--- config.mk ---
export PLATFORM = sky130hd
export DESIGN_NAME = pianoTiles
export DESIGN_NICKNAME = d
export VERILOG_FILES = /design/src/tilesScreenPkg.sv /design/src/tilesGamePkg.sv /design/src/tileField.sv /design/src/screenSweep.sv /design/src/pixelWriter.sv /design/src/scoreDisplay.sv /design/src/pianoTiles.sv
export SDC_FILE = /design/constraint.sdc
export NUM_CORES = 1
export LEC_CHECK = 0
export ABC_CLOCK_PERIOD_IN_PS = 10400
export BUFFER_PORTS_ARGS = -buffer_cell sky130_fd_sc_hd__clkbuf_2
export CORE_MARGIN = 10
export CORE_UTILIZATION = 55
export CTS_CLUSTER_DIAMETER = 40
export CTS_CLUSTER_SIZE = 20
export DETAILED_ROUTE_END_ITERATION = 6
export PLACE_DENSITY = 0.83
export SLEW_MARGIN = 20
export SYNTH_ARGS = -nofsm -noshare
export SYNTH_HDL_FRONTEND = slang
export SYNTH_SLANG_ARGS = --single-unit
--- constraint.sdc ---
create_clock -name CLOCK_50 -period 10.4 [get_ports CLOCK_50]
set_input_delay 1.04 -clock CLOCK_50 [delete_from_list [all_inputs] [get_ports CLOCK_50]]
set_output_delay 1.04 -clock CLOCK_50 [all_outputs]
set_load 0.02 [all_outputs]
--- src/tilesScreenPkg.sv ---
package tilesScreenPkg;

	// Frame buffer size
	localparam int screenWidth = 160;
	localparam int screenHeight = 120;

	// Lane layout, four lanes separated by green strips
	localparam int laneWidth = 35;
	localparam int borderWidth = 4;
	localparam int laneCount = 4;
	localparam int tileHeight = screenHeight / 6;

	typedef logic [7:0] xT;
	typedef logic [6:0] yT;
	typedef logic [2:0] colorT;

	localparam colorT colorTile = 3'b000;
	localparam colorT colorBackground = 3'b111;
	localparam colorT colorBoundary = 3'b100;
	localparam colorT colorBorder = 3'b010;
	localparam colorT colorGameOver = 3'b001;

	typedef struct packed {
		xT x;
		yT y;
		colorT color;
	} pixelT;

	// One horizontal run of laneWidth pixels
	typedef struct packed {
		xT startX;
		yT row;
		colorT color;
	} spanT;

	// Left edge of a lane: 4, 43, 82, 121
	function automatic xT laneStartX(input logic [1:0] lane);
		return xT'(borderWidth + int'(lane) * (laneWidth + borderWidth));
	endfunction

endpackage

--- src/tilesGamePkg.sv ---
package tilesGamePkg;

	typedef enum logic [1:0] {
		phaseBackground = 2'd0,
		phasePlay = 2'd1,
		phaseOverSweep = 2'd2,
		phaseIdle = 2'd3
	} phaseT;

	// One falling tile, top is the screen row of its upper edge
	typedef struct packed {
		logic active;
		logic scored;
		logic [1:0] lane;
		tilesScreenPkg::yT top;
	} tileT;

	typedef logic [7:0] scoreT;

	// First row of the judge zone
	localparam int judgeTop = tilesScreenPkg::screenHeight - tilesScreenPkg::tileHeight;

endpackage

--- src/tileField.sv ---
`timescale 1ns/1ps

module tileField
	import tilesScreenPkg::*, tilesGamePkg::*;
#(
	parameter int tickCycles = 416666,
	parameter int spawnCycles = 50000000,
	parameter logic [23:0] lfsrSeed = 24'h800001,
	parameter int tileSlots = 4
)
(
	input logic CLOCK_50,
	input logic arstN,
	input logic [3:0] KEY,
	input logic spanBusy,
	input logic sweepDone,
	output logic sweepStart,
	output logic sweepOver,
	output logic spanStart,
	output spanT span,
	output scoreT score
);
	localparam int tickBits = $clog2(tickCycles + 1);
	localparam int spawnBits = $clog2(spawnCycles + 1);
	localparam int slotBits = $clog2(tileSlots);
	localparam logic [tickBits-1:0] tickLast = tickBits'(tickCycles - 1);
	localparam logic [spawnBits-1:0] spawnLast = spawnBits'(spawnCycles - 1);

	logic [3:0] keySync;
	logic [3:0] keyPrev;
	logic [3:0] keyFall;
	logic [laneCount-1:0] lanePress;
	logic [23:0] lfsr;
	phaseT phase;
	logic sweepIssued;
	tileT tiles [tileSlots];
	yT bodyRows [tileSlots];
	yT drawAt [tileSlots];
	yT eraseAt [tileSlots];
	logic [tileSlots-1:0] pendDraw;
	logic [tileSlots-1:0] pendErase;
	logic [tickBits-1:0] tickCount;
	logic [spawnBits-1:0] spawnCount;
	logic [tileSlots-1:0] hitMask;
	scoreT hitCount;
	logic laneHit;
	logic missPress;
	logic fallMiss;
	logic workIdle;
	logic tickGo;
	logic spawnDue;
	logic spawnGo;
	logic issueGo;
	logic issueErase;
	logic freeFound;
	logic [slotBits-1:0] freeSlot;
	logic [slotBits-1:0] issueSlot;

	// KEY[3] is the leftmost lane
	assign keyFall = keyPrev & ~keySync;
	always_comb
	begin
		for (int l = 0; l < laneCount; l++)
			lanePress[l] = keyFall[laneCount - 1 - l];
	end

	assign workIdle = !spanBusy && !spanStart && pendDraw == '0 && pendErase == '0;
	assign tickGo = phase == phasePlay && tickCount == tickLast && workIdle;
	assign spawnDue = phase == phasePlay && spawnCount == spawnLast && workIdle && !tickGo;
	assign spawnGo = spawnDue && freeFound;
	assign issueGo = phase == phasePlay && !spanBusy && !spanStart && (pendDraw | pendErase) != '0;

	always_comb
	begin
		hitMask = '0;
		hitCount = '0;
		missPress = 1'b0;
		laneHit = 1'b0;
		for (int l = 0; l < laneCount; l++)
		begin
			laneHit = 1'b0;
			for (int s = 0; s < tileSlots; s++)
			begin
				// Bottom row top + tileHeight - 1 inside the judge zone
				if (lanePress[l] && !laneHit && tiles[s].active && !tiles[s].scored &&
					tiles[s].lane == 2'(l) && int'(tiles[s].top) >= judgeTop - tileHeight + 1)
				begin
					laneHit = 1'b1;
					hitMask[s] = 1'b1;
				end
			end
			if (lanePress[l] && laneHit)
				hitCount = hitCount + 1'b1;
			if (lanePress[l] && !laneHit)
				missPress = 1'b1;
		end

		fallMiss = 1'b0;
		freeFound = 1'b0;
		freeSlot = '0;
		issueSlot = '0;
		issueErase = 1'b0;
		// Descending scans so the lowest slot wins
		for (int s = tileSlots - 1; s >= 0; s--)
		begin
			if (tickGo && tiles[s].active && int'(tiles[s].top) == screenHeight - 1 &&
				!tiles[s].scored && !hitMask[s])
				fallMiss = 1'b1;
			if (!tiles[s].active)
			begin
				freeFound = 1'b1;
				freeSlot = slotBits'(s);
			end
			if (pendDraw[s] || pendErase[s])
			begin
				issueSlot = slotBits'(s);
				issueErase = pendErase[s];
			end
		end
	end

	always_ff @(posedge CLOCK_50 or negedge arstN)
	begin
		if (!arstN)
		begin
			keySync <= '1;
			keyPrev <= '1;
			lfsr <= lfsrSeed;
			phase <= phaseBackground;
			sweepIssued <= 1'b0;
			sweepStart <= 1'b0;
			sweepOver <= 1'b0;
			spanStart <= 1'b0;
			pendDraw <= '0;
			pendErase <= '0;
			tickCount <= '0;
			spawnCount <= '0;
			score <= '0;
			for (int s = 0; s < tileSlots; s++)
			begin
				tiles[s] <= '0;
				bodyRows[s] <= '0;
			end
		end
		else
		begin
			keySync <= KEY;
			keyPrev <= keySync;
			lfsr <= {lfsr[22:0], lfsr[23] ^ lfsr[22] ^ lfsr[21] ^ lfsr[16]};
			sweepStart <= 1'b0;
			spanStart <= 1'b0;
			case (phase)
				phaseBackground, phaseOverSweep:
				begin
					// Sweep waits for the last span to drain
					if (!sweepIssued && !spanBusy && !spanStart)
					begin
						sweepStart <= 1'b1;
						sweepIssued <= 1'b1;
					end
					if (phase == phaseBackground && !sweepIssued)
					begin
						score <= '0;
						tickCount <= '0;
						spawnCount <= '0;
						for (int s = 0; s < tileSlots; s++)
						begin
							tiles[s] <= '0;
							bodyRows[s] <= '0;
						end
					end
					if (sweepDone)
					begin
						sweepIssued <= 1'b0;
						phase <= (phase == phaseBackground) ? phasePlay : phaseIdle;
					end
				end
				phasePlay:
				begin
					if (tickCount != tickLast)
						tickCount <= tickCount + 1'b1;
					else if (tickGo)
						tickCount <= '0;
					if (spawnCount != spawnLast)
						spawnCount <= spawnCount + 1'b1;
					else if (spawnDue)
						spawnCount <= '0;

					score <= score + hitCount;
					for (int s = 0; s < tileSlots; s++)
					begin
						if (hitMask[s])
							tiles[s].scored <= 1'b1;
						if (tickGo && tiles[s].active)
						begin
							pendDraw[s] <= bodyRows[s] < yT'(tileHeight) ||
								int'(tiles[s].top) < screenHeight - tileHeight;
							if (bodyRows[s] < yT'(tileHeight))
								bodyRows[s] <= bodyRows[s] + 1'b1;
							else
							begin
								// Fully on screen, so the old top row is erased
								tiles[s].top <= tiles[s].top + 1'b1;
								pendErase[s] <= 1'b1;
								if (int'(tiles[s].top) == screenHeight - 1)
									tiles[s].active <= 1'b0;
							end
						end
					end

					if (spawnGo)
					begin
						tiles[freeSlot] <= '{active: 1'b1, scored: 1'b0, lane: lfsr[1:0], top: '0};
						bodyRows[freeSlot] <= 7'd1;
						pendDraw[freeSlot] <= 1'b1;
					end

					if (issueGo)
					begin
						spanStart <= 1'b1;
						if (issueErase)
							pendErase[issueSlot] <= 1'b0;
						else
							pendDraw[issueSlot] <= 1'b0;
					end

					if (missPress || fallMiss)
					begin
						phase <= phaseOverSweep;
						sweepOver <= 1'b1;
						pendDraw <= '0;
						pendErase <= '0;
					end
				end
				phaseIdle:
				begin
					if (lanePress != '0)
					begin
						phase <= phaseBackground;
						sweepOver <= 1'b0;
					end
				end
				default:
					phase <= phaseBackground;
			endcase
		end
	end

	// Span payload and queued rows
	always_ff @(posedge CLOCK_50)
	begin
		if (issueGo)
		begin
			span.startX <= laneStartX(tiles[issueSlot].lane);
			span.row <= issueErase ? eraseAt[issueSlot] : drawAt[issueSlot];
			span.color <= issueErase ? colorBackground : colorTile;
		end
		if (spawnGo)
			drawAt[freeSlot] <= '0;
		for (int s = 0; s < tileSlots; s++)
		begin
			if (tickGo && tiles[s].active)
			begin
				if (bodyRows[s] < yT'(tileHeight))
					drawAt[s] <= bodyRows[s];
				else
				begin
					drawAt[s] <= tiles[s].top + yT'(tileHeight);
					eraseAt[s] <= tiles[s].top;
				end
			end
		end
	end

endmodule

--- src/screenSweep.sv ---
`timescale 1ns/1ps

module screenSweep
	import tilesScreenPkg::*;
(
	input logic CLOCK_50,
	input logic arstN,
	input logic sweepStart,
	input logic sweepOver,
	output pixelT sweepPixel,
	output logic sweepPlot,
	output logic sweepDone
);
	xT rasterX;
	yT rasterY;
	logic running;
	logic overMode;
	logic onBorder;
	logic lastPixel;

	// Green strip left of lane 0 and right of every lane
	always_comb
	begin
		onBorder = rasterX < xT'(borderWidth);
		for (int l = 0; l < laneCount; l++)
		begin
			if (rasterX >= laneStartX(2'(l)) + xT'(laneWidth) &&
				rasterX < laneStartX(2'(l)) + xT'(laneWidth + borderWidth))
				onBorder = 1'b1;
		end
	end

	assign lastPixel = rasterX == xT'(screenWidth - 1) && rasterY == yT'(screenHeight - 1);
	assign sweepPlot = running;
	assign sweepPixel.x = rasterX;
	assign sweepPixel.y = rasterY;
	assign sweepPixel.color = overMode ? colorGameOver :
		onBorder ? colorBorder :
		(rasterY == yT'(screenHeight - 1)) ? colorBoundary : colorBackground;

	always_ff @(posedge CLOCK_50 or negedge arstN)
	begin
		if (!arstN)
		begin
			rasterX <= '0;
			rasterY <= '0;
			running <= 1'b0;
			overMode <= 1'b0;
			sweepDone <= 1'b0;
		end
		else
		begin
			sweepDone <= 1'b0;
			if (sweepStart)
			begin
				rasterX <= '0;
				rasterY <= '0;
				running <= 1'b1;
				overMode <= sweepOver;
			end
			else if (running)
			begin
				// Raster order, x fastest
				if (rasterX == xT'(screenWidth - 1))
				begin
					rasterX <= '0;
					rasterY <= rasterY + 1'b1;
				end
				else
					rasterX <= rasterX + 1'b1;
				if (lastPixel)
				begin
					running <= 1'b0;
					sweepDone <= 1'b1;
				end
			end
		end
	end

endmodule

--- src/pixelWriter.sv ---
`timescale 1ns/1ps

module pixelWriter
	import tilesScreenPkg::*;
(
	input logic CLOCK_50,
	input logic arstN,
	input logic spanStart,
	input spanT span,
	input pixelT sweepPixel,
	input logic sweepPlot,
	output logic spanBusy,
	output xT VGA_X,
	output yT VGA_Y,
	output colorT VGA_COLOR,
	output logic plot
);
	localparam int countBits = $clog2(laneWidth);

	spanT held;
	logic [countBits-1:0] pixelCount;
	pixelT spanPixel;
	pixelT outPixel;

	// Pixel 0 comes straight from the request, the rest from the held span
	always_comb
	begin
		if (spanStart)
		begin
			spanPixel.x = span.startX;
			spanPixel.y = span.row;
			spanPixel.color = span.color;
		end
		else
		begin
			spanPixel.x = held.startX + xT'(pixelCount);
			spanPixel.y = held.row;
			spanPixel.color = held.color;
		end
	end

	always_ff @(posedge CLOCK_50 or negedge arstN)
	begin
		if (!arstN)
		begin
			spanBusy <= 1'b0;
			pixelCount <= '0;
			plot <= 1'b0;
		end
		else
		begin
			plot <= sweepPlot || spanStart || spanBusy;
			if (spanStart)
			begin
				spanBusy <= 1'b1;
				pixelCount <= countBits'(1);
			end
			else if (spanBusy)
			begin
				pixelCount <= pixelCount + 1'b1;
				if (pixelCount == countBits'(laneWidth - 1))
					spanBusy <= 1'b0;
			end
		end
	end

	always_ff @(posedge CLOCK_50)
	begin
		if (spanStart)
			held <= span;
		outPixel <= sweepPlot ? sweepPixel : spanPixel;
	end

	assign VGA_X = outPixel.x;
	assign VGA_Y = outPixel.y;
	assign VGA_COLOR = outPixel.color;

endmodule

--- src/scoreDisplay.sv ---
`timescale 1ns/1ps

module scoreDisplay
	import tilesGamePkg::*;
(
	input scoreT score,
	output logic [6:0] HEX0,
	output logic [6:0] HEX1
);
	logic [4:0] tens;
	logic [3:0] ones;

	// Active low segments, gfedcba
	function automatic logic [6:0] segments(input logic [4:0] digit);
		case (digit)
			5'd0: return 7'b1000000;
			5'd1: return 7'b1111001;
			5'd2: return 7'b0100100;
			5'd3: return 7'b0110000;
			5'd4: return 7'b0011001;
			5'd5: return 7'b0010010;
			5'd6: return 7'b0000010;
			5'd7: return 7'b1111000;
			5'd8: return 7'b0000000;
			5'd9: return 7'b0010000;
			default: return 7'b1111111;
		endcase
	endfunction

	always_comb
	begin
		tens = 5'(score / 8'd10);
		ones = 4'(score % 8'd10);
		// Tens above 9 fall to the blank pattern
		HEX1 = segments(tens);
		HEX0 = segments({1'b0, ones});
	end

endmodule

--- src/pianoTiles.sv ---
`timescale 1ns/1ps

module pianoTiles
	import tilesScreenPkg::*, tilesGamePkg::*;
#(
	parameter int tickCycles = 416666,
	parameter int spawnCycles = 50000000,
	parameter logic [23:0] lfsrSeed = 24'h800001,
	parameter int tileSlots = 4
)
(
	input logic CLOCK_50,
	input logic arstN,
	input logic [3:0] KEY,
	output xT VGA_X,
	output yT VGA_Y,
	output colorT VGA_COLOR,
	output logic plot,
	output logic [6:0] HEX0,
	output logic [6:0] HEX1
);
	logic sweepStart;
	logic sweepOver;
	logic sweepDone;
	logic sweepPlot;
	pixelT sweepPixel;
	logic spanStart;
	logic spanBusy;
	spanT span;
	scoreT score;

	tileField #(
		.tickCycles(tickCycles),
		.spawnCycles(spawnCycles),
		.lfsrSeed(lfsrSeed),
		.tileSlots(tileSlots)
	) tileField_inst (
		.CLOCK_50(CLOCK_50),
		.arstN(arstN),
		.KEY(KEY),
		.spanBusy(spanBusy),
		.sweepDone(sweepDone),
		.sweepStart(sweepStart),
		.sweepOver(sweepOver),
		.spanStart(spanStart),
		.span(span),
		.score(score)
	);

	screenSweep screenSweep_inst (
		.CLOCK_50(CLOCK_50),
		.arstN(arstN),
		.sweepStart(sweepStart),
		.sweepOver(sweepOver),
		.sweepPixel(sweepPixel),
		.sweepPlot(sweepPlot),
		.sweepDone(sweepDone)
	);

	// Single frame buffer write port
	pixelWriter pixelWriter_inst (
		.CLOCK_50(CLOCK_50),
		.arstN(arstN),
		.spanStart(spanStart),
		.span(span),
		.sweepPixel(sweepPixel),
		.sweepPlot(sweepPlot),
		.spanBusy(spanBusy),
		.VGA_X(VGA_X),
		.VGA_Y(VGA_Y),
		.VGA_COLOR(VGA_COLOR),
		.plot(plot)
	);

	scoreDisplay scoreDisplay_inst (
		.score(score),
		.HEX0(HEX0),
		.HEX1(HEX1)
	);

endmodule

==> flow_summary.yaml, run 1 <==
run_status:
  status: "finished with violations"
  violations: "DRC"
timing:
  finalSetupTns_ns: 0
  fmax_mhz: 187.0
  setup_viol: 0
  worst_pin_slew_ns: 1.016
  rsz0062_at_grt: "false"
  hold_violations: 0
  slew_violations: 0
  final.period_utilization: 0.5141
  final.setup_skew_ns: 0.01898
  period_needed_ns: 5.347
  slew_headroom: 0.3167
clock_tree:
  postCtsSetupRepairBufs: 0
  root_buffer: "clkbuf_16"
  cts_buffers: 41
  cts_tree: "yes"
  h-tree-depth: 2
  cts.clk_slew.worst_paths_ns: 0.06
  cts_hold_buf: 0
  clock-sinks: 297
  clock_latency_ns: 0.54
  ctsResizeCount: 0
  clock_path_buffers: 3
critical_path:
  slowest_delay_ns: 0.76
  end_kind: "primary output"
  crit_required_ns: 9.36
  slowest_stage: "dfrtp_1"
  worst_setup_path_start_kind: "register"
  reg2reg_slack_ns: 5.62
  worst_ep_arrival_time_ns: 4.31
  critPathMaxFanout: 21
  worstSetupPathType: "reg -> out"
  path_cells: "nor2b_1, o2bb2ai_1, a222oi_1, nor2_1, a211oi_1, o21a_1, xnor2_1, ha_1, inv_1, a31oi_1, o211ai_1, mux2_2, clkbuf_2"
  r2r_cells: 19
detailed_routing:
  wl_met2_um: 18200
  dr.max_layer_used: "met4"
  antenna_left: 0
  met3_length_um: 2815
  drtPass1Iterations: 7
  wl_um: 37660
  drc: 19
  num_vias: 12500
  met1Wirelength_um: 15270
  wire_per_inst_um: 18.34
  drtIter0Drc: 1358
  vias_per_cell: 6.090
grt:
  grt_pass1_vias: 12230
  grt_max_degree: 82
  grt_overflow: 0
  grt_usage: 0.2063
  grt_pass1_wl_um: 62220
  antenna_found_initial: 0
logic_synthesis:
  synth-seq-area-share: 0.4902
  synth_top_area_share: 0.2954
  synth_area_leader_cell: "dfrtp_1"
  synth_cell_type_count: 92
  synth-seq-cells: 297
  synth-edff-count: 82
  synth_common_cells: "187 x dfrtp_1, 180 x nor2_1, 153 x nand2_1, 111 x o21ai_0, 98 x a21oi_1"
  async_flop_share: 0.6633
  post-synth-top-count-cell: "dfrtp_1"
  postSynthAreaPerCell_um2: 9.747
  syn_inst: 1625
  yosys_warnings: 0
  synth_ff_type: "dfrtp_1"
  synth_area_leaders: "dfrtp_1 30%, edfxtp_1 16%, ha_1 5.1%"
  syn_nets: 1697
  synthesis.area_um2: 15840
power_and_ir_drop:
  power.total_uw: 2581
  p_per_area_nw_per_um2: 146.3
  power_frac_clock: 0.528
  swShare: 0.2326
  p_int_uw: 1980
  vdd_drop_max_mv: 0.1112
  p_switching_uw: 600.3
  pwr-share-seq: 0.464
  comb_power_share: 0.009
  p_leak_uw: 0.007351
cells_and_area:
  diodes: 0
  stdcell_area_um2: 17640
  stdcell_count: 2053
  regArea_um2: 7766
  final_util: 0.6178
  syn_to_final_growth_pct: 11.35
  fill_cells: 2300
  drive_gt1_frac: 0.1144
  nNetsFinal: 1708
  multi_input_area_um2: 7491
floorplan:
  coreArea_um2: 28550
  rows: 62
  die_h_um: 189.7
  initial_core_util: 0.5548
  die-area_um2: 35990
  die_x_um: 189.7
  io_pins: 39
min_path:
  min_path_cells: 0
  hp-class: "reg -> reg"
placement:
  place.gp.congestion: 0.9320
  dp_hpwl_um: 25550
  place.port_buffers: 38
  place_area_um2: 16270
  placed_cells: 1977
flow_run:
  drv_cap: 0
==> routing by layer <==
| layer | GRT usage | up-vias |
|---|---|---|
| li1 | - | 5837 |
| met1 | 0.2659 | 5988 |
| met2 | 0.3369 | 555 |
| met3 | 0.03790 | 123 |
| met4 | 0.08516 | 0 |
| met5 | 0 | - |
==> cell type report <==
cell class              count  share of cell area
repair buffers             48             0.01575
multi-input cells        1178              0.4247
flip-flops and latches    297              0.4403
clock buffers              46             0.06094
clock inverters            30             0.01610
inverters                  70             0.01490
well taps                 384             0.02724
==> cell usage in the layout (no fill, tap or decap), types with 6 or more instances in the layout <==
cell         n
a211oi_1    13
a21boi_0     6
a21o_1       6
a21oi_1     98
a222oi_1    17
a31oi_1     24
and2_1       6
and3_1      25
buf_4        9
clkbuf_16   41
clkbuf_2    37
dfrtp_1    186
dfstp_2     10
dfxtp_1     18
edfxtp_1    82
ha_1        64
inv_1       66
inv_6       11
mux2_2       7
mux2i_1     37
nand2_1    153
nand2b_1    13
nand3_1     58
nand3b_1     9
nand4_1     32
nor2_1     178
nor2b_1     26
nor3_1      28
nor3b_1      7
nor4_1       9
o21ai_0    110
o221ai_1     7
o22ai_1     10
o31ai_1      6
or2_2       13
or3_1       15
xnor2_1     37
xor2_1      53
==> critical path: cells and delay by family (launching register included) <==
kind / cells / cell delay, ns
fa+ha+maj: 1 / 0.26
buf+inv: 2 / 0.22
mux: 1 / 0.26
xor+xnor: 1 / 0.21
simple gates: 2 / 0.25
compound gates: 6 / 1.80
flops: 1 / 0.76
==> power groups by stage <==
stage	Combinational, uW	Sequential [uW]	Clock [uW]
6_report	21.9	1200	1360
5_1_grt	25.6	1200	1430
4_1_cts	23.1	1200	1380
3_5_place_dp	22.9	1220	0
3_3_place_gp	22.7	1220	0
2_1_floorplan	3.97	1220	0
==> path summary, 6_finish.rpt <==
| path | from | to |
|---|---|---|
| min | tileField_inst.lfsr[18] | tileField_inst.lfsr[19] |
| max in group asynchronous | arstN | tileField_inst.tiles[24] |
| min reg2reg | tileField_inst.lfsr[18] | tileField_inst.lfsr[19] |
| max | tileField_inst.score[5] | HEX0[4] |
| min in group asynchronous | arstN | tileField_inst.tickCount[5] |
| max reg2reg | tileField_inst.tiles[13] | tileField_inst.score[7] |
==> sequential cells by signal, summed over array words and instances, names as in the netlist, 2 cells and up <==
| register | flops |
|---|---|
| pixelWriter_inst.VGA_Y | 7 |
| tileField_inst.tickCount | 19 |
| pixelWriter_inst.pixelCount | 6 |
| pixelWriter_inst.VGA_COLOR | 3 |
| tileField_inst.keySync | 4 |
| tileField_inst.span | 13 |
| tileField_inst.score | 8 |
| tileField_inst.spawnCount | 26 |
| tileField_inst.pendErase | 4 |
| tileField_inst.lfsr | 24 |
| pixelWriter_inst.held | 13 |
| screenSweep_inst.rasterY | 7 |
| pixelWriter_inst.VGA_X | 8 |
| tileField_inst.tiles | 44 |
| tileField_inst.drawAt | 28 |
| tileField_inst.keyPrev | 4 |
| tileField_inst.phase | 2 |
| tileField_inst.eraseAt | 28 |
| tileField_inst.bodyRows | 28 |
| screenSweep_inst.rasterX | 8 |
| tileField_inst.pendDraw | 4 |
==> cell families (layout without fill, tap and decap cells) <==
family,after synthesis,count (layout),share of synthesized area
fa+ha+maj,66,66,0.05308
xor+xnor,90,90,0.04977
buf+inv,150,194,0.03713
compound gates,362,362,0.1463
other cells,1,1,0.0002368
flops,297,297,0.4902
simple gates,613,613,0.1927
mux,46,46,0.03049
==> stage by stage <==
step / setup WS, ns / hold WS (ns)
after CTS: 5.084 / 0.3497
after detailed placement: 5.646 / 0.3347
final: 5.053 / 0.3459
after floorplan: 6.269 / 0.3312
after global routing: 4.668 / 0.3499
after global placement: 5.837 / 0.3351
(Power assumes the default switching activity.)
==> run 2, diff against run 1 <==
Settings changed: ABC_CLOCK_PERIOD_IN_PS 10400 to 4730, PLACE_DENSITY 0.83 to 0.85.
Clock period 10.4 ns to 4.73 ns, I/O delays scaled along.
==> run 2 against run 1 <==
The flow still finishes with violations (DRC). Clock skew up 0.028 ns. Register-to-register slack worse by 5.3 ns. Sequential power up 120%. Hold slack lost 0.33 ns. Utilization is 0.45 points higher. Via count increased by 1.7%. Critical path depth stayed put. Sequential share of layout area decreased by 0.30 points. Wire length rose by 2.2%. Non-clock buffer count grew 15. Sequential cell count unchanged. Critical endpoint unchanged. Largest cell class unchanged. Largest power group unchanged. Highest routed layer unchanged.
==> flow_summary.yaml, run 2 (synthesis results as in run 1) <==
run_status:
  status: "finished with violations"
  violations: "DRC"
clock_tree:
  clock_latency_ns: 0.56
  cts_hold_buf: 0
  cts_buffers: 40
  clock_path_buffers: 3
  clock-sinks: 297
  root_buffer: "clkbuf_16"
  h-tree-depth: 2
  cts.clk_slew.worst_paths_ns: 0.05
  cts_tree: "yes"
grt:
  antenna_found_initial: 0
  grt_pass1_wl_um: 63570
  grt_max_degree: 107
  grt_pass1_vias: 12550
  grt_usage: 0.2110
  grt_overflow: 0
critical_path:
  worst_ep_arrival_time_ns: 3.96
  worstSetupPathType: "reg -> out"
  critPathTopFamily: "compound AO/OA/AOI/OAI gates"
  slowest_stage: "dfrtp_1"
  slowest_delay_ns: 0.58
  path_common_cell: "o211ai_1"
  crit_buf_inv: 2
  critPathMaxFanout: 17
  worst_setup_path_start_kind: "register"
  path_cells: "or2_2, nor3_1, o21ai_0, o211ai_1, nor2_1, o21a_1, xnor2_1, ha_1, inv_1, a31oi_1, o211ai_1, mux2_2, clkbuf_2"
  end_kind: "primary output"
  reg2reg_slack_ns: 0.32
  crit_required_ns: 4.26
timing:
  fmax_mhz: 225.7
  worst_pin_slew_ns: 1.134
  hold_violations: 0
  setup_viol: 0
  period_needed_ns: 4.432
  finalSetupTns_ns: 0
  slew_headroom: 0.2368
  rsz0062_at_grt: "false"
  slew_violations: 0
  setup_ws_ns: 0.2984
  final.setup_skew_ns: 0.04731
  final.period_utilization: 0.9369
detailed_routing:
  wl_um: 38510
  num_vias: 12720
  drtPass1Iterations: 7
  drc: 6
  antenna_left: 0
  wire_per_inst_um: 18.64
  drtIter0Drc: 1639
  vias_per_cell: 6.156
floorplan:
  die_h_um: 189.7
  io_pins: 39
  initial_core_util: 0.5548
  die_x_um: 189.7
  rows: 62
  coreArea_um2: 28550
  die-area_um2: 35990
cells_and_area:
  stdcell_area_um2: 17760
  drive_gt1_frac: 0.1213
  diodes: 0
  syn_to_final_growth_pct: 12.16
  fill_cells: 2250
  mostFrequentLayoutCell: "dfrtp_1"
  largest-register: "tileField_inst.tiles"
  mostFrequentLayoutCells: "183 x dfrtp_1, 179 x nor2_1, 153 x nand2_1"
  nNetsFinal: 1722
  largest_register_ff_count: 44
  stdcell_count: 2066
placement:
  dp_slack_ns: 0.3150
  dp_hpwl_um: 26200
  place.port_buffers: 38
  place_area_um2: 16400
  place.gp.congestion: 0.9560
  placed_cells: 1992
flow_run:
  drv_cap: 0
min_path:
  hp-class: "in -> reg"
power_and_ir_drop:
  p_leak_uw: 0.007438
  p_per_area_nw_per_um2: 320.7
  vdd_drop_max_mv: 0.2349
-- run 2: where the power goes --
group          internal [uW]  leakage, uW  switching (uW)
Sequential              2630      0.00337            1.65
Clock                   1730     0.000669            1290
Combinational           8.53      0.00340            41.4
Total                   4370      0.00744            1330
-- run 2: layout make-up --
| class | count | area (um2) | area share |
|---|---|---|---|
| Inverter | 70 | 262.8 | 0.01479 |
| Clock inverter | 30 | 315.3 | 0.01775 |
| Sequential cell | 297 | 7770 | 0.4374 |
| Timing Repair Buffer | 63 | 399.1 | 0.02247 |
| Tap cell | 384 | 480.5 | 0.02705 |
| Clock buffer | 44 | 1037 | 0.05839 |
| Multi-Input combinational cell | 1178 | 7500 | 0.4222 |
-- run 2: path summary, 6_finish.rpt --
| kind | startpoint | depth (start not counted) | to |
|---|---|---|---|
| hold reg to reg | tileField_inst.lfsr[4] | 0 | tileField_inst.lfsr[5] |
| setup / recovery | tileField_inst.score[3] | 13 | HEX0[4] |
| min in group asynchronous | arstN | 1 | pixelWriter_inst.plot |
| max in group asynchronous | arstN | 2 | tileField_inst.lfsr[0] |
| setup reg to reg | tileField_inst.tiles[25] | 21 | tileField_inst.score[7] |
| hold / removal | KEY[2] | 1 | tileField_inst.keySync[2] |
-- run 2: per-layer routing --
metal / vias to the layer above / GRT usage / part of all wire
met5: - / 0 / 0
met3: 114 / 0.03643 / 0.082
met2: 622 / 0.3481 / 0.48
met1: 6109 / 0.2700 / 0.41
met4: 0 / 0.08791 / 0.036
li1: 5874 / - / -
-- run 2: stage by stage --
step / utilization / hold WS, ns / power [uW]
2_1_floorplan: - / 0.1774 / 2690
3_3_place_gp: 0.5743 / 0.3325 / 2733
3_5_place_dp: 0.5743 / 0.3388 / 2733
4_1_cts: 0.6217 / 0.01287 / 5733
5_1_grt: 0.6223 / 0.01947 / 5844
6_report: 0.6223 / 0.02066 / 5697
-- run 2: repair_timing --
item / CTS / global route
gates resized for setup: 0 / 6
buffers inserted: 0 / 0
setup endpoints to repair: 0 / 4
==> run 3, diff against run 2 <==
Settings changed: ABC_CLOCK_PERIOD_IN_PS 4730 to 4200, PLACE_DENSITY 0.85 to 0.83, TNS_END_PERCENT set to 30.
Clock period 4.73 ns to 4.2 ns, I/O delays scaled along.
==> run 3 against run 2 <==
The flow still finishes with violations (DRC). Clock skew is 0.021 ns lower. Worst setup slack worse by 0.12 ns. Cell area increased by 3.3%. Hold slack better by 0.33 ns. Die area unchanged. First-iteration DRC count decreased by 16%. Sequential cell count is the same. Critical path depth is 7 higher. Sequential power increased by 13%. Global-route usage grew 0.25 points. Register-to-register slack worse by 0.14 ns. Critical path type is now reg -> reg.
==> flow_summary.yaml, run 3 (synthesis results as in run 1) <==
run_status:
  status: "finished with violations"
  violations: "DRC"
cells_and_area:
  diodes: 0
  multi_input_area_um2: 7619
  drive_gt1_frac: 0.1599
  mostFrequentLayoutCells: "179 x nor2_1, 178 x dfrtp_1, 153 x nand2_1"
  largest-register: "tileField_inst.tiles"
  nNetsFinal: 1773
  syn_to_final_growth_pct: 15.89
  final_util: 0.6430
  mostFrequentLayoutCell: "nor2_1"
  regArea_um2: 7776
  fill_cells: 2227
  largest_register_ff_count: 44
critical_path:
  worst_ep_arrival_time_ns: 4.42
  end_kind: "register"
  reg2reg_slack_ns: 0.18
  r2r_end: "tileField_inst.score[7]"
  crit_required_ns: 4.60
  r2r_cells: 20
  r2r_start: "tileField_inst.tiles[11]"
  worst_setup_path_start_kind: "register"
  worstSetupPathType: "reg -> reg"
  critPathMaxFanout: 6
clock_tree:
  clock-sinks: 297
  root_buffer: "clkbuf_16"
  cts_buffers: 40
  cts.clk_slew.worst_paths_ns: 0.06
  cts_tree: "yes"
  h-tree-depth: 2
  clock_latency_ns: 0.54
  clock_path_buffers: 3
grt:
  antenna_found_initial: 0
  grt_overflow: 0
  grt_max_degree: 91
  grt_usage: 0.2135
  grt_pass1_wl_um: 64110
  grt_pass1_vias: 12750
power_and_ir_drop:
  comb_power_share: 0.009
  pwr-share-seq: 0.448
  p_int_uw: 5126
  power_frac_clock: 0.543
  p_per_area_nw_per_um2: 360.8
  p_leak_uw: 0.007759
  vdd_drop_max_mv: 0.2617
  p_switching_uw: 1496
  swShare: 0.2259
detailed_routing:
  drtIter0Drc: 1369
  drtPass1Iterations: 7
  antenna_left: 0
  num_vias: 12850
  wire_per_inst_um: 18.40
  vias_per_cell: 6.071
  wl_um: 38940
  drc: 11
timing:
  period_needed_ns: 4.019
  finalSetupTns_ns: 0
  final.setup_skew_ns: 0.02607
  slew_violations: 0
  setup_viol: 0
  worst_pin_slew_ns: 0.9260
  final.period_utilization: 0.9570
  fmax_mhz: 248.8
  slew_headroom: 0.3804
  hold_violations: 0
floorplan:
  coreArea_um2: 28550
  die-area_um2: 35990
  die_x_um: 189.7
  initial_core_util: 0.5548
  die_h_um: 189.7
  io_pins: 39
  rows: 62
flow_run:
  drv_cap: 0
min_path:
  hp-start: "tileField_inst.lfsr[5]"
  min_path_cells: 0
  hp-class: "reg -> reg"
  hold_end: "tileField_inst.lfsr[6]"
placement:
  place.port_buffers: 38
  dp_hpwl_um: 26750
  place.gp.congestion: 0.9259
==> run 3: worst max path at each step <==
stage	start	end	slack (ns)
after global routing	tileField_inst.tiles[1]	tileField_inst.score[7]	-0.005
after floorplan	tileField_inst.tiles[13]	tileField_inst.score[7]	0.16
after CTS	tileField_inst.tiles[25]	tileField_inst.score[7]	0.01
final	tileField_inst.tiles[11]	tileField_inst.score[7]	0.18
after global placement	tileField_inst.tiles[25]	tileField_inst.score[7]	0.05
after detailed placement	tileField_inst.tiles[25]	tileField_inst.score[7]	-0.09
==> run 3: per-layer routing <==
| layer | global-route usage | up-vias | wire [um] | part of all wire |
|---|---|---|---|---|
| met5 | 0 | - | 0 | 0 |
| met4 | 0.09249 | 0 | 1432 | 0.037 |
| met3 | 0.03625 | 105 | 2690 | 0.069 |
| met2 | 0.3533 | 535 | 18610 | 0.48 |
| met1 | 0.2716 | 6222 | 16200 | 0.42 |
| li1 | - | 5985 | - | - |
==> run 3: worst max-delay path: stages, from the launching register on <==
cell      delay [ns]
dfrtp_1         0.41
buf_6           0.15
nor4_4          0.30
a211oi_2        0.15
buf_4           0.18
nor2b_1         0.12
a31oi_1         0.19
and2_4          0.18
inv_1           0.06
ha_4            0.22
xor2_2          0.17
ha_1            0.28
mux2_2          0.28
ha_1            0.28
a21o_1          0.19
a21oi_2         0.14
nor2b_1         0.07
o211a_1         0.22
nand3_1         0.10
xor2_1          0.15
nor2_1          0.05
==> run 3: through the flow <==
step                      power (uW)  setup WS, ns  instance area [um2]  hold slack (ns)  instances
final                           6622        0.1807                18360           0.3510       2116
after global routing            6791     -0.004593                18360           0.3557       2116
after CTS                       6678       0.01481                18160           0.3519       2106
after detailed placement        3078      -0.09262                16650           0.3355       2027
after global placement          3077       0.04613                16650           0.3346       2027
after floorplan                 3029        0.1649                15840           0.1244       1625
==> run 3: final cells by class <==
| cell class | count | area share |
|---|---|---|
| clock buffers | 42 | 0.05494 |
| well taps | 384 | 0.02617 |
| flip-flops and latches | 297 | 0.4236 |
| repair buffers | 114 | 0.04281 |
| inverters | 70 | 0.01431 |
| clock inverters | 31 | 0.02311 |
| multi-input cells | 1178 | 0.4150 |
==> run 3: what timing repair did <==
action,CTS,global route
hold buffers,5,0
resized for setup,6,29
setup endpoints to repair,7,7
buffers inserted,1,10
hold endpoints to repair,41,0
pin swaps,1,9
==> run 3: power groups by stage <==
stage,logic [uW],clock network (uW),registers (uW)
floorplan,9.84,0,3020
global placement,57.3,0,3020
detailed placement,58.2,0,3020
CTS,62.1,3650,2960
global route,68.8,3760,2960
finish,59.5,3600,2960
